### src/rtl/attn_defines.svh
// Size and default address definitions for the attention memory front end
`ifndef ATTN_DEFINES_SVH
`define ATTN_DEFINES_SVH

// ------------------------------
// Memory and vector geometry
// ------------------------------
`define MEM_BLOCK_SIZE_BYTES  8     // Bytes per 64-bit memory block
`define MEM_BLOCKS_PER_VECTOR 2     // Blocks assembled into one vector
`define MAX_SEQ_LEN           4     // Vectors per K, V, Q or O matrix
`define NUM_MEM_TAGS          15    // Nonzero tag values the memory hands out

// ------------------------------
// Reset base addresses
// ------------------------------
`define DEF_K_BASE 32'h0000_0000
`define DEF_V_BASE 32'h0000_0100
`define DEF_Q_BASE 32'h0000_0200
`define DEF_O_BASE 32'h0000_0300

`endif
### src/rtl/sys_defs_pkg.sv
// Shared address, tag, memory block, command and vector types
`include "attn_defines.svh"

package sys_defs_pkg;

    typedef logic [31:0] ADDR;      // Byte address
    typedef logic [3:0]  MEM_TAG;   // Zero means rejected or no data

    // One memory word, whole or per byte
    typedef union packed {
        logic [63:0]     dword;
        logic [7:0][7:0] byte_level;
    } MEM_BLOCK;

    typedef enum logic [1:0] {
        MEM_NONE  = 2'h0,
        MEM_LOAD  = 2'h1,
        MEM_STORE = 2'h2
    } MEM_COMMAND;

    // Block 0 sits in the low bits
    typedef MEM_BLOCK [`MEM_BLOCKS_PER_VECTOR-1:0] VECTOR_T;

    // Register select for base address writes
    typedef enum logic [1:0] {
        CFG_K_BASE = 2'h0,
        CFG_V_BASE = 2'h1,
        CFG_Q_BASE = 2'h2,
        CFG_O_BASE = 2'h3
    } CFG_SEL_T;

endpackage

### src/rtl/mc_cfg_if.sv
// Configuration link between the base registers and the memory controller
`timescale 1ns/1ps

interface mc_cfg_if import sys_defs_pkg::*; ();

    ADDR  k_base;   // Phase base addresses
    ADDR  v_base;
    ADDR  q_base;
    ADDR  o_base;
    logic start;    // Single-cycle run request
    logic busy;     // Run in progress

    // Register side
    modport regs (output k_base, v_base, q_base, o_base, start, input busy);

    // Controller side
    modport ctrl (input k_base, v_base, q_base, o_base, start, output busy);

endinterface

### src/rtl/attn_mem_top.sv
// Attention memory front end top level, config registers, controller, tag queue and SRAMs
`timescale 1ns/1ps
`include "attn_defines.svh"

module attn_mem_top import sys_defs_pkg::*; (
    input  logic                            clk,
    input  logic                            rst,
    // Configuration
    input  logic                            cfg_we,
    input  CFG_SEL_T                        cfg_sel,
    input  ADDR                             cfg_wdata,
    input  logic                            cfg_start,
    // Tagged memory port
    input  MEM_TAG                          mem2proc_transaction_tag,
    input  MEM_TAG                          mem2proc_data_tag,
    input  MEM_BLOCK                        mem2proc_data,
    output MEM_COMMAND                      proc2mem_command,
    output ADDR                             proc2mem_addr,
    output MEM_BLOCK                        proc2mem_data,
    // O stream from the compute engine
    input  logic                            o_vld,
    input  VECTOR_T                         o_vector,
    output logic                            o_rdy,
    // SRAM reads
    input  logic [$clog2(`MAX_SEQ_LEN)-1:0] k_rd_addr,
    output VECTOR_T                         k_rd_data,
    input  logic [$clog2(`MAX_SEQ_LEN)-1:0] v_rd_addr,
    output VECTOR_T                         v_rd_data,
    input  logic [$clog2(`MAX_SEQ_LEN)-1:0] q_rd_addr,
    output VECTOR_T                         q_rd_data,
    output logic                            busy,
    output logic                            done
);

    logic    tag_push, tag_hit;
    logic    k_vld, v_vld, q_vld;
    logic    k_rdy, v_rdy, q_rdy;
    VECTOR_T loaded_vector;     // Shared by all three SRAM write ports

    mc_cfg_if cfg_bus ();

    assign busy = cfg_bus.busy;

    mc_config_regs u_cfg_regs (.clk, .rst, .cfg_we, .cfg_sel, .cfg_wdata, .cfg_start,
                               .cfg(cfg_bus.regs));

    mem_tag_queue u_tag_queue (.clk, .rst, .clr(cfg_bus.start), .push(tag_push),
                               .push_tag(mem2proc_transaction_tag), .data_tag(mem2proc_data_tag),
                               .hit(tag_hit), .empty());

    memory_controller u_mem_ctrl (.clk, .rst, .cfg(cfg_bus.ctrl), .mem2proc_transaction_tag,
                                  .mem2proc_data_tag, .mem2proc_data, .proc2mem_command,
                                  .proc2mem_addr, .proc2mem_data, .tag_push, .tag_hit,
                                  .k_vld, .v_vld, .q_vld, .k_rdy, .v_rdy, .q_rdy,
                                  .loaded_vector, .o_vld, .o_vector, .o_rdy, .done);

    // Each SRAM restarts its fill on the start pulse
    vector_sram u_k_sram (.clk, .rst, .clr(cfg_bus.start), .wr_vld(k_vld), .wr_rdy(k_rdy),
                          .wr_data(loaded_vector), .rd_addr(k_rd_addr), .rd_data(k_rd_data));
    vector_sram u_v_sram (.clk, .rst, .clr(cfg_bus.start), .wr_vld(v_vld), .wr_rdy(v_rdy),
                          .wr_data(loaded_vector), .rd_addr(v_rd_addr), .rd_data(v_rd_data));
    vector_sram u_q_sram (.clk, .rst, .clr(cfg_bus.start), .wr_vld(q_vld), .wr_rdy(q_rdy),
                          .wr_data(loaded_vector), .rd_addr(q_rd_addr), .rd_data(q_rd_data));

endmodule

### src/rtl/vector_sram.sv
// Vector store filled at successive entries, with a registered indexed read port
`timescale 1ns/1ps
`include "attn_defines.svh"

module vector_sram import sys_defs_pkg::*; (
    input  logic                            clk,
    input  logic                            rst,
    input  logic                            clr,      // Restart fill at entry 0
    input  logic                            wr_vld,
    output logic                            wr_rdy,
    input  VECTOR_T                         wr_data,
    input  logic [$clog2(`MAX_SEQ_LEN)-1:0] rd_addr,
    output VECTOR_T                         rd_data   // One cycle after rd_addr
);

    localparam int DEPTH = `MAX_SEQ_LEN;
    localparam int IDX_W = $clog2(DEPTH);
    localparam int CNT_W = $clog2(DEPTH + 1);

    VECTOR_T          mem [DEPTH];
    logic [CNT_W-1:0] fill_cnt;
    logic             wr_en;

    assign wr_rdy = (fill_cnt != CNT_W'(DEPTH));  // Stops once every entry is written
    assign wr_en  = wr_vld && wr_rdy && !clr;

    always_ff @(posedge clk) begin
        if (rst || clr) begin
            fill_cnt <= '0;
        end else if (wr_en) begin
            fill_cnt <= fill_cnt + 1'b1;
        end
    end

    // Storage and read register
    always_ff @(posedge clk) begin
        if (wr_en) mem[fill_cnt[IDX_W-1:0]] <= wr_data;
        rd_data <= mem[rd_addr];
    end

endmodule

### src/rtl/memory_controller.sv
// Phase FSM loading K, V, Q vectors from tagged memory and draining O vectors back
`timescale 1ns/1ps
`include "attn_defines.svh"

module memory_controller import sys_defs_pkg::*; (
    input  logic       clk,
    input  logic       rst,
    mc_cfg_if.ctrl     cfg,
    input  MEM_TAG     mem2proc_transaction_tag,  // Nonzero means accepted
    input  MEM_TAG     mem2proc_data_tag,
    input  MEM_BLOCK   mem2proc_data,
    output MEM_COMMAND proc2mem_command,
    output ADDR        proc2mem_addr,
    output MEM_BLOCK   proc2mem_data,
    output logic       tag_push,   // Accepted load tag into the queue
    input  logic       tag_hit,    // Returned data belongs to oldest load
    output logic       k_vld,
    output logic       v_vld,
    output logic       q_vld,
    input  logic       k_rdy,
    input  logic       v_rdy,
    input  logic       q_rdy,
    output VECTOR_T    loaded_vector,
    input  logic       o_vld,
    input  VECTOR_T    o_vector,
    output logic       o_rdy,
    output logic       done
);

    localparam int  BPV       = `MEM_BLOCKS_PER_VECTOR;
    localparam int  BLK_W     = $clog2(BPV);
    localparam int  VEC_W     = $clog2(`MAX_SEQ_LEN);
    localparam ADDR BLK_BYTES = ADDR'(`MEM_BLOCK_SIZE_BYTES);
    localparam ADDR VEC_BYTES = ADDR'(BPV * `MEM_BLOCK_SIZE_BYTES);

    typedef enum logic [2:0] {
        PH_IDLE, PH_LOAD_K, PH_LOAD_V, PH_LOAD_Q, PH_DRAIN_O, PH_DONE
    } phase_e;

    phase_e           phase;
    phase_e           next_phase;
    logic [VEC_W-1:0] vec_idx;    // Vector within current phase
    logic [BLK_W:0]   iss_cnt;    // Blocks issued, loads or stores
    logic [BLK_W:0]   fill_cnt;   // Blocks held in vec_buf
    VECTOR_T          vec_buf;    // Assembly buffer
    ADDR              phase_base;
    logic load_phase, buf_full, buf_empty, last_vec;
    logic accepted, vec_xfer, store_last, o_take;

    assign load_phase = (phase == PH_LOAD_K) || (phase == PH_LOAD_V) || (phase == PH_LOAD_Q);
    assign buf_full   = (fill_cnt == (BLK_W+1)'(BPV));
    assign buf_empty  = (fill_cnt == '0);
    assign last_vec   = (vec_idx == VEC_W'(`MAX_SEQ_LEN-1));

    // ------------------------------
    // Handshakes and status
    // ------------------------------
    assign k_vld    = (phase == PH_LOAD_K) && buf_full;
    assign v_vld    = (phase == PH_LOAD_V) && buf_full;
    assign q_vld    = (phase == PH_LOAD_Q) && buf_full;
    assign vec_xfer = (k_vld && k_rdy) || (v_vld && v_rdy) || (q_vld && q_rdy);
    assign o_rdy    = (phase == PH_DRAIN_O) && buf_empty;  // Take O only into an empty buffer
    assign o_take   = o_vld && o_rdy;
    assign loaded_vector = vec_buf;
    assign done     = (phase == PH_DONE);
    assign cfg.busy = (phase != PH_IDLE) && (phase != PH_DONE);

    // ------------------------------
    // Memory port
    // ------------------------------
    always_comb begin
        unique case (phase)
            PH_LOAD_K:  phase_base = cfg.k_base;
            PH_LOAD_V:  phase_base = cfg.v_base;
            PH_LOAD_Q:  phase_base = cfg.q_base;
            PH_DRAIN_O: phase_base = cfg.o_base;
            default:    phase_base = '0;
        endcase

        proc2mem_command = MEM_NONE;
        proc2mem_data    = '0;
        // Loads run ahead until every block of the vector is in flight
        if (load_phase && (iss_cnt != (BLK_W+1)'(BPV))) begin
            proc2mem_command = MEM_LOAD;
        end
        if ((phase == PH_DRAIN_O) && buf_full) begin
            proc2mem_command = MEM_STORE;
            proc2mem_data    = vec_buf[iss_cnt[BLK_W-1:0]];
        end
    end

    // Counters hold on rejection so the same address is repeated
    assign proc2mem_addr = phase_base + ADDR'(vec_idx) * VEC_BYTES + ADDR'(iss_cnt) * BLK_BYTES;
    assign accepted   = (proc2mem_command != MEM_NONE) && (mem2proc_transaction_tag != '0);
    assign tag_push   = accepted && (proc2mem_command == MEM_LOAD);
    assign store_last = accepted && (proc2mem_command == MEM_STORE)
                        && (iss_cnt == (BLK_W+1)'(BPV-1));

    // ------------------------------
    // Phase sequencing
    // ------------------------------
    always_comb begin
        next_phase = phase;
        unique case (phase)
            PH_IDLE,
            PH_DONE:    if (cfg.start) next_phase = PH_LOAD_K;
            PH_LOAD_K:  if (vec_xfer && last_vec) next_phase = PH_LOAD_V;
            PH_LOAD_V:  if (vec_xfer && last_vec) next_phase = PH_LOAD_Q;
            PH_LOAD_Q:  if (vec_xfer && last_vec) next_phase = PH_DRAIN_O;
            PH_DRAIN_O: if (store_last && last_vec) next_phase = PH_DONE;  // Last store seen
            default:    next_phase = PH_IDLE;
        endcase
    end

    always_ff @(posedge clk) begin
        if (rst) begin
            phase    <= PH_IDLE;
            vec_idx  <= '0;
            iss_cnt  <= '0;
            fill_cnt <= '0;
        end else begin
            phase <= next_phase;
            if (cfg.start) begin
                vec_idx  <= '0;
                iss_cnt  <= '0;
                fill_cnt <= '0;
            end else begin
                if (tag_push) iss_cnt <= iss_cnt + 1'b1;
                if (load_phase && tag_hit) fill_cnt <= fill_cnt + 1'b1;
                // Vector handed to its SRAM, next one starts
                if (vec_xfer || store_last) begin
                    iss_cnt  <= '0;
                    fill_cnt <= '0;
                    vec_idx  <= last_vec ? '0 : vec_idx + 1'b1;
                end else if (accepted && (proc2mem_command == MEM_STORE)) begin
                    iss_cnt <= iss_cnt + 1'b1;
                end
                if (o_take) begin
                    fill_cnt <= (BLK_W+1)'(BPV);  // Whole O vector at once
                    iss_cnt  <= '0;
                end
            end
        end
    end

    // Buffer fill from memory or from the O stream
    always_ff @(posedge clk) begin
        if (o_take) begin
            vec_buf <= o_vector;
        end else if (load_phase && tag_hit) begin
            vec_buf[fill_cnt[BLK_W-1:0]] <= mem2proc_data;  // In-order returns
        end
    end

endmodule

### src/rtl/mem_tag_queue.sv
// Outstanding load tag FIFO, matches returned data tags against the oldest entry
`timescale 1ns/1ps
`include "attn_defines.svh"

module mem_tag_queue import sys_defs_pkg::*; (
    input  logic   clk,
    input  logic   rst,
    input  logic   clr,       // Flush at run start
    input  logic   push,      // Load accepted this cycle
    input  MEM_TAG push_tag,  // Tag the memory gave it
    input  MEM_TAG data_tag,  // Tag on returning data
    output logic   hit,
    output logic   empty
);

    localparam int DEPTH = `NUM_MEM_TAGS + 1;  // One spare slot tells full from empty
    localparam int PTR_W = $clog2(DEPTH);

    MEM_TAG           tags [DEPTH];
    logic [PTR_W-1:0] head;
    logic [PTR_W-1:0] tail;

    assign empty = (head == tail);

    // Zero data tag never matches, memory uses it for idle cycles
    assign hit = !empty && (data_tag != '0) && (data_tag == tags[head]);

    // ------------------------------
    // Pointers
    // ------------------------------
    always_ff @(posedge clk) begin
        if (rst || clr) begin
            head <= '0;
            tail <= '0;
        end else begin
            if (push) begin
                tail <= (tail == PTR_W'(DEPTH-1)) ? '0 : tail + 1'b1;
            end
            if (hit) begin  // Pop the oldest on match
                head <= (head == PTR_W'(DEPTH-1)) ? '0 : head + 1'b1;
            end
        end
    end

    // Tag storage
    always_ff @(posedge clk) begin
        if (push) begin
            tags[tail] <= push_tag;
        end
    end

endmodule

### src/rtl/mc_config_regs.sv
// Base address registers with run lock and start pulse generation
`timescale 1ns/1ps
`include "attn_defines.svh"

module mc_config_regs import sys_defs_pkg::*; (
    input  logic     clk,
    input  logic     rst,
    input  logic     cfg_we,     // Base address write strobe
    input  CFG_SEL_T cfg_sel,    // Which base to write
    input  ADDR      cfg_wdata,
    input  logic     cfg_start,  // Run request that may be held
    mc_cfg_if.regs   cfg
);

    logic locked;

    // No writes or new starts from the pulse cycle until the run ends
    assign locked = cfg.busy || cfg.start;

    always_ff @(posedge clk) begin
        if (rst) begin
            cfg.k_base <= ADDR'(`DEF_K_BASE);
            cfg.v_base <= ADDR'(`DEF_V_BASE);
            cfg.q_base <= ADDR'(`DEF_Q_BASE);
            cfg.o_base <= ADDR'(`DEF_O_BASE);
            cfg.start  <= 1'b0;
        end else begin
            cfg.start <= cfg_start && !locked;  // Lock keeps this to a single cycle
            if (cfg_we && !locked) begin
                unique case (cfg_sel)
                    CFG_K_BASE: cfg.k_base <= cfg_wdata;
                    CFG_V_BASE: cfg.v_base <= cfg_wdata;
                    CFG_Q_BASE: cfg.q_base <= cfg_wdata;
                    CFG_O_BASE: cfg.o_base <= cfg_wdata;
                endcase
            end
        end
    end

endmodule

### config.mk
export PLATFORM = sky130hd
export DESIGN_NAME = attn_mem_top
export DESIGN_NICKNAME = d
export VERILOG_FILES = /design/src/rtl/sys_defs_pkg.sv /design/src/rtl/mc_cfg_if.sv /design/src/rtl/attn_mem_top.sv /design/src/rtl/vector_sram.sv /design/src/rtl/memory_controller.sv /design/src/rtl/mem_tag_queue.sv /design/src/rtl/mc_config_regs.sv
export VERILOG_INCLUDE_DIRS = /design/src /design/src/rtl
export SDC_FILE = /design/constraint.sdc
export NUM_CORES = 2
export LEC_CHECK = 0
export BUFFER_PORTS_ARGS = -buffer_cell sky130_fd_sc_hd__buf_4
export CAP_MARGIN = 20
export CORE_MARGIN = 2
export CORE_UTILIZATION = 53
export CTS_CLUSTER_DIAMETER = 40
export DETAILED_ROUTE_END_ITERATION = 10
export HOLD_SLACK_MARGIN = 0.05
export PLACE_DENSITY = 0.75
export SLEW_MARGIN = 40
export SYNTH_ARGS = -nofsm -noshare
export SYNTH_HDL_FRONTEND = slang
export SYNTH_SLANG_ARGS = --single-unit
### constraint.sdc
create_clock -name clk -period 7.1 [get_ports clk]
set_input_delay 0.355 -clock clk [delete_from_list [all_inputs] [get_ports clk]]
set_output_delay 0.355 -clock clk [all_outputs]
set_load 0.03 [all_outputs]
==> summary.txt <==
Run status
  – Result of the run: finished clean

Clock tree
  – Clock-pin slew on the worst setup and hold paths: 0.07 ns
  – Worst skew pair latency: 0.89 ns
  – Post-CTS setup buffer count: 0
  – Number of gates resized after CTS: 0
  – Clk root buf: sky130_fd_sc_hd__clkbuf_16
  – Number of buffers between clock root and the deepest sink: 4
  – TritonCTS buffer count: 276
  – Number of hold buffers added after CTS: 302
  – Count of clock tree sinks: 2,271
  – H-Tree Level Count: 5
  – Clock tree from TritonCTS: done

GRT
  – Initial antenna violation count: 3
  – Largest net degree at the start of global routing: 193
  – Global-route wire length before repair: 306 mm
  – Total GRT Usage: 27.7%
  – Total congestion overflow after global routing: 0
  – Via count of the first global-routing pass: 45,600

Pwr
  – Total power divided by cell area: 292 nW/um2
  – VDD IR-drop max: 0.000202 V
  – Leakage power of the design: 35.0 nW

Floorplanning
  – Ports placed on the boundary: 730
  – Die area: 154,000 um2
  – Starting density of the core: 53.4%
  – # rows: 142
  – Die width: 392 um
  – Area inside the core boundary: 150,000 um2
  – Height of the die: 392 um

Finish
  – Layout cell share with drive strength beyond 1: 29.7%
  – Fillers: 9,299
  – Count of non-filler cells in the finished layout: 7,622
  – Most common cell after layout, fill and taps aside: sky130_fd_sc_hd__edfxtp_1
  – Nets: 5,675
  – Post-route core utilization: 66.7%
  – Most used cells in the layout excluding fill and tap cells: 1,728 x sky130_fd_sc_hd__edfxtp_1, 757 x sky130_fd_sc_hd__buf_4, 549 x sky130_fd_sc_hd__nand2_1
  – Layout overhead on the synthesized area: 25.0%

Placement
  – Placed cell count: 6,828
  – IO buf count: 729
  – Detailed placer's ending HPWL: 120 mm
  – Final Wtd Congestion: 0.857
  – Pre-CTS setup slack: 2.56 ns

Logic synthesis
  – Predominant post-synthesis flop cell: sky130_fd_sc_hd__edfxtp_1
  – Synthesized flop and latch total: 2,271
  – Number of flops mapped to enable cells by yosys: 1,728
  – Yosys warning total: 0
  – Total nets after synthesis: 4,517
  – Mapped Cells: 4,243
  – Part of the Yosys area used for sequential elements: 78.5%
  – Number of distinct standard cells referenced by the synthesized netlist: 67
  – Async set-reset flop share out of synthesis: 0%
  – Cell area after technology mapping: 79,900 um2
  – Mean instance size in the synthesized netlist: 18.8 um2

Routing
  – Routed Wire Length: 216 mm
  – Wire length per cell: 28.3 um
  – DRT Pass-1 Iters: 8
  – Violation count after the first detailed-route iteration: 4,712
  – Vias/cell: 5.89
  – Via count: 44,900
  – Number of nets with antenna violations after routing: 0
  – Number of remaining DRC errors: 0

STA
  – Max Clk Rate: 183 MHz
  – Final critical-path setup slack: 1.64 ns
  – Worst-case clock skew: 0.0817 ns
  – Transition time at the pin with the least slew margin: 0.897 ns
  – Worst slew margin: 40.2%
  – RSZ-0062 raised after global routing: no
  – Final hold violations: 0
  – Portion of the clock cycle consumed by the worst path in the final layout: 77.0%
  – Final worst hold slack: 0.153 ns
  – Final Slew Violations: 0
  – Final number of setup-violating endpoints: 0
  – Minimum clock period: 5.46 ns
  – Setup_tns: 0 ns

Setup path
  – Data required time at the worst endpoint: 6.74 ns
  – Type of destination of the critical path: primary output
  – Crit path kind: flop to primary output
  – Max Fanout on Critical Path: 27
  – Startpoint type of the worst setup path: flop
  – Endpoint arrival time on the critical path: 5.11 ns

Job
  – Max Cap Violations: 0

Hold path
  – Hold Crit Class: input port to flop
==> flip-flops by register name, summed over array words and instances, names as in the netlist, 4 cells and up, named ones only <==
name                      flops
u_q_sram.rd_data            128
u_mem_ctrl.loaded_vector    128
u_cfg_regs.cfg.q_base        32
u_k_sram.rd_data            128
u_tag_queue.tail              4
u_v_sram.mem                512
u_k_sram.mem                512
u_cfg_regs.cfg.k_base        32
u_v_sram.rd_data            128
u_cfg_regs.cfg.v_base        32
u_tag_queue.tags             64
u_cfg_regs.cfg.o_base        32
u_tag_queue.head              4
u_q_sram.mem                512
==> final timing paths <==
kind                            slack [ns]  cells past startpoint                            to                       from
worst max-delay path                  1.64                     14             proc2mem_addr[25]        u_mem_ctrl.phase[2]
worst min-delay path                  0.15                      2          u_q_sram.rd_data[42]               q_rd_addr[0]
worst max register to register        2.73                      9  u_mem_ctrl.loaded_vector[39]                       flop
worst min register to register        0.45                      2     u_cfg_regs.cfg.q_base[11]  u_cfg_regs.cfg.q_base[11]
==> final cells by class <==
cell class                      instances  area [um2]  area share, %
Sequential cell                      2271       62800           62.8
Multi-Input combinational cell       1735       16300           16.3
Timing Repair Buffer                 1097        9400           9.40
Clock buffer                          356        7550           7.55
Tap cell                             2016        2520           2.52
Clock inverter                        123        1280           1.28
Inverter                               20        76.3         0.0764
Antenna cell                            4        10.0         0.0100
==> metal layers <==
metal | global-route usage [%] | vias to the layer above | wire length [um]
li1 | - | 18700 | -
met1 | 36.6 | 23000 | 81000
met2 | 44.8 | 2587 | 106000
met3 | 5.95 | 495 | 19500
met4 | 12.1 | 0 | 8960
met5 | 0 | - | 0
==> power by group <==
part / internal, mW / leakage (nW) / switching, mW / total [mW]
Sequential: 14.3 / 20.2 / 0.120 / 14.4
Combinational: 0.576 / 10.5 / 0.680 / 1.26
Clock: 8.20 / 4.26 / 5.37 / 13.6
Total: 23.0 / 35.0 / 6.17 / 29.2
==> cell usage after synthesis (3+ instances only) <==
cell / number / area [um2]
sky130_fd_sc_hd__edfxtp_1: 1728 / 51900
sky130_fd_sc_hd__nand2_1: 552 / 2070
sky130_fd_sc_hd__dfxtp_1: 543 / 10900
sky130_fd_sc_hd__mux4_2: 395 / 8900
sky130_fd_sc_hd__a21oi_1: 145 / 726
sky130_fd_sc_hd__clkbuf_1: 144 / 541
sky130_fd_sc_hd__nor2_1: 132 / 495
sky130_fd_sc_hd__mux2i_1: 83 / 831
sky130_fd_sc_hd__o21ai_0: 79 / 395
sky130_fd_sc_hd__nand3_1: 73 / 365
sky130_fd_sc_hd__buf_1: 46 / 173
sky130_fd_sc_hd__mux2_2: 31 / 349
sky130_fd_sc_hd__ha_1: 27 / 338
sky130_fd_sc_hd__xnor2_1: 23 / 201
sky130_fd_sc_hd__buf_2: 21 / 105
sky130_fd_sc_hd__a22oi_1: 20 / 150
sky130_fd_sc_hd__and2_1: 20 / 125
sky130_fd_sc_hd__inv_1: 20 / 75.1
sky130_fd_sc_hd__nor3_1: 19 / 95.1
sky130_fd_sc_hd__xor2_1: 14 / 123
sky130_fd_sc_hd__nand3b_1: 10 / 75.1
sky130_fd_sc_hd__nor4bb_1: 9 / 90.1
sky130_fd_sc_hd__a22o_1: 7 / 61.3
sky130_fd_sc_hd__a211oi_1: 5 / 37.5
sky130_fd_sc_hd__and3_1: 5 / 31.3
sky130_fd_sc_hd__nand2b_1: 5 / 31.3
sky130_fd_sc_hd__nand4_1: 5 / 31.3
sky130_fd_sc_hd__nor2b_1: 5 / 31.3
sky130_fd_sc_hd__nor4_1: 5 / 31.3
sky130_fd_sc_hd__a31oi_1: 4 / 25.0
sky130_fd_sc_hd__buf_4: 4 / 30.0
sky130_fd_sc_hd__or3_1: 4 / 25.0
sky130_fd_sc_hd__a221oi_1: 3 / 26.3
sky130_fd_sc_hd__and4b_1: 3 / 30.0
sky130_fd_sc_hd__mux4_1: 3 / 78.8
sky130_fd_sc_hd__o21a_1: 3 / 22.5
sky130_fd_sc_hd__o31ai_1: 3 / 22.5
sky130_fd_sc_hd__or2_2: 3 / 18.8
==> through the flow <==
stage	instance area, um2	power, mW
after floorplan	79900	15.2
after global placement	87800	15.8
after detailed placement	87900	15.8
after CTS	99700	29.3
after global routing	99900	30.0
final	99900	29.2
==> cell families (layout without fill, tap and decap cells) <==
logic type | after synthesis | after routing | synth area share, %
AO/OA/AOI/OAI | 288 | 288 | 2.06
XOR/XNOR | 38 | 38 | 0.426
adder cells (fa/ha/maj) | 29 | 29 | 0.473
buffers and inverters | 237 | 1596 | 1.18
flip-flops | 2271 | 2271 | 78.5
multiplexers | 512 | 512 | 12.7
other | 0 | 4 | 0
AND/OR/NAND/NOR | 868 | 868 | 4.65
==> worst max-delay path, cell delays in order (launching register included) <==
cell and delay, ns:
sky130_fd_sc_hd__dfxtp_1 0.71, sky130_fd_sc_hd__nor3b_4 0.44, sky130_fd_sc_hd__buf_4 0.39, sky130_fd_sc_hd__a21oi_1 0.14, sky130_fd_sc_hd__fa_1 0.44, sky130_fd_sc_hd__inv_1 0.07
sky130_fd_sc_hd__ha_1 0.19, sky130_fd_sc_hd__a21o_1 0.12, sky130_fd_sc_hd__a21oi_1 0.10, sky130_fd_sc_hd__nor2_1 0.27, sky130_fd_sc_hd__o21a_1 0.30, sky130_fd_sc_hd__nand4_2 0.30
sky130_fd_sc_hd__nor4_1 0.45, sky130_fd_sc_hd__xnor2_1 0.17, sky130_fd_sc_hd__buf_4 0.18
Note: power is estimated with default switching activity, not from simulation.
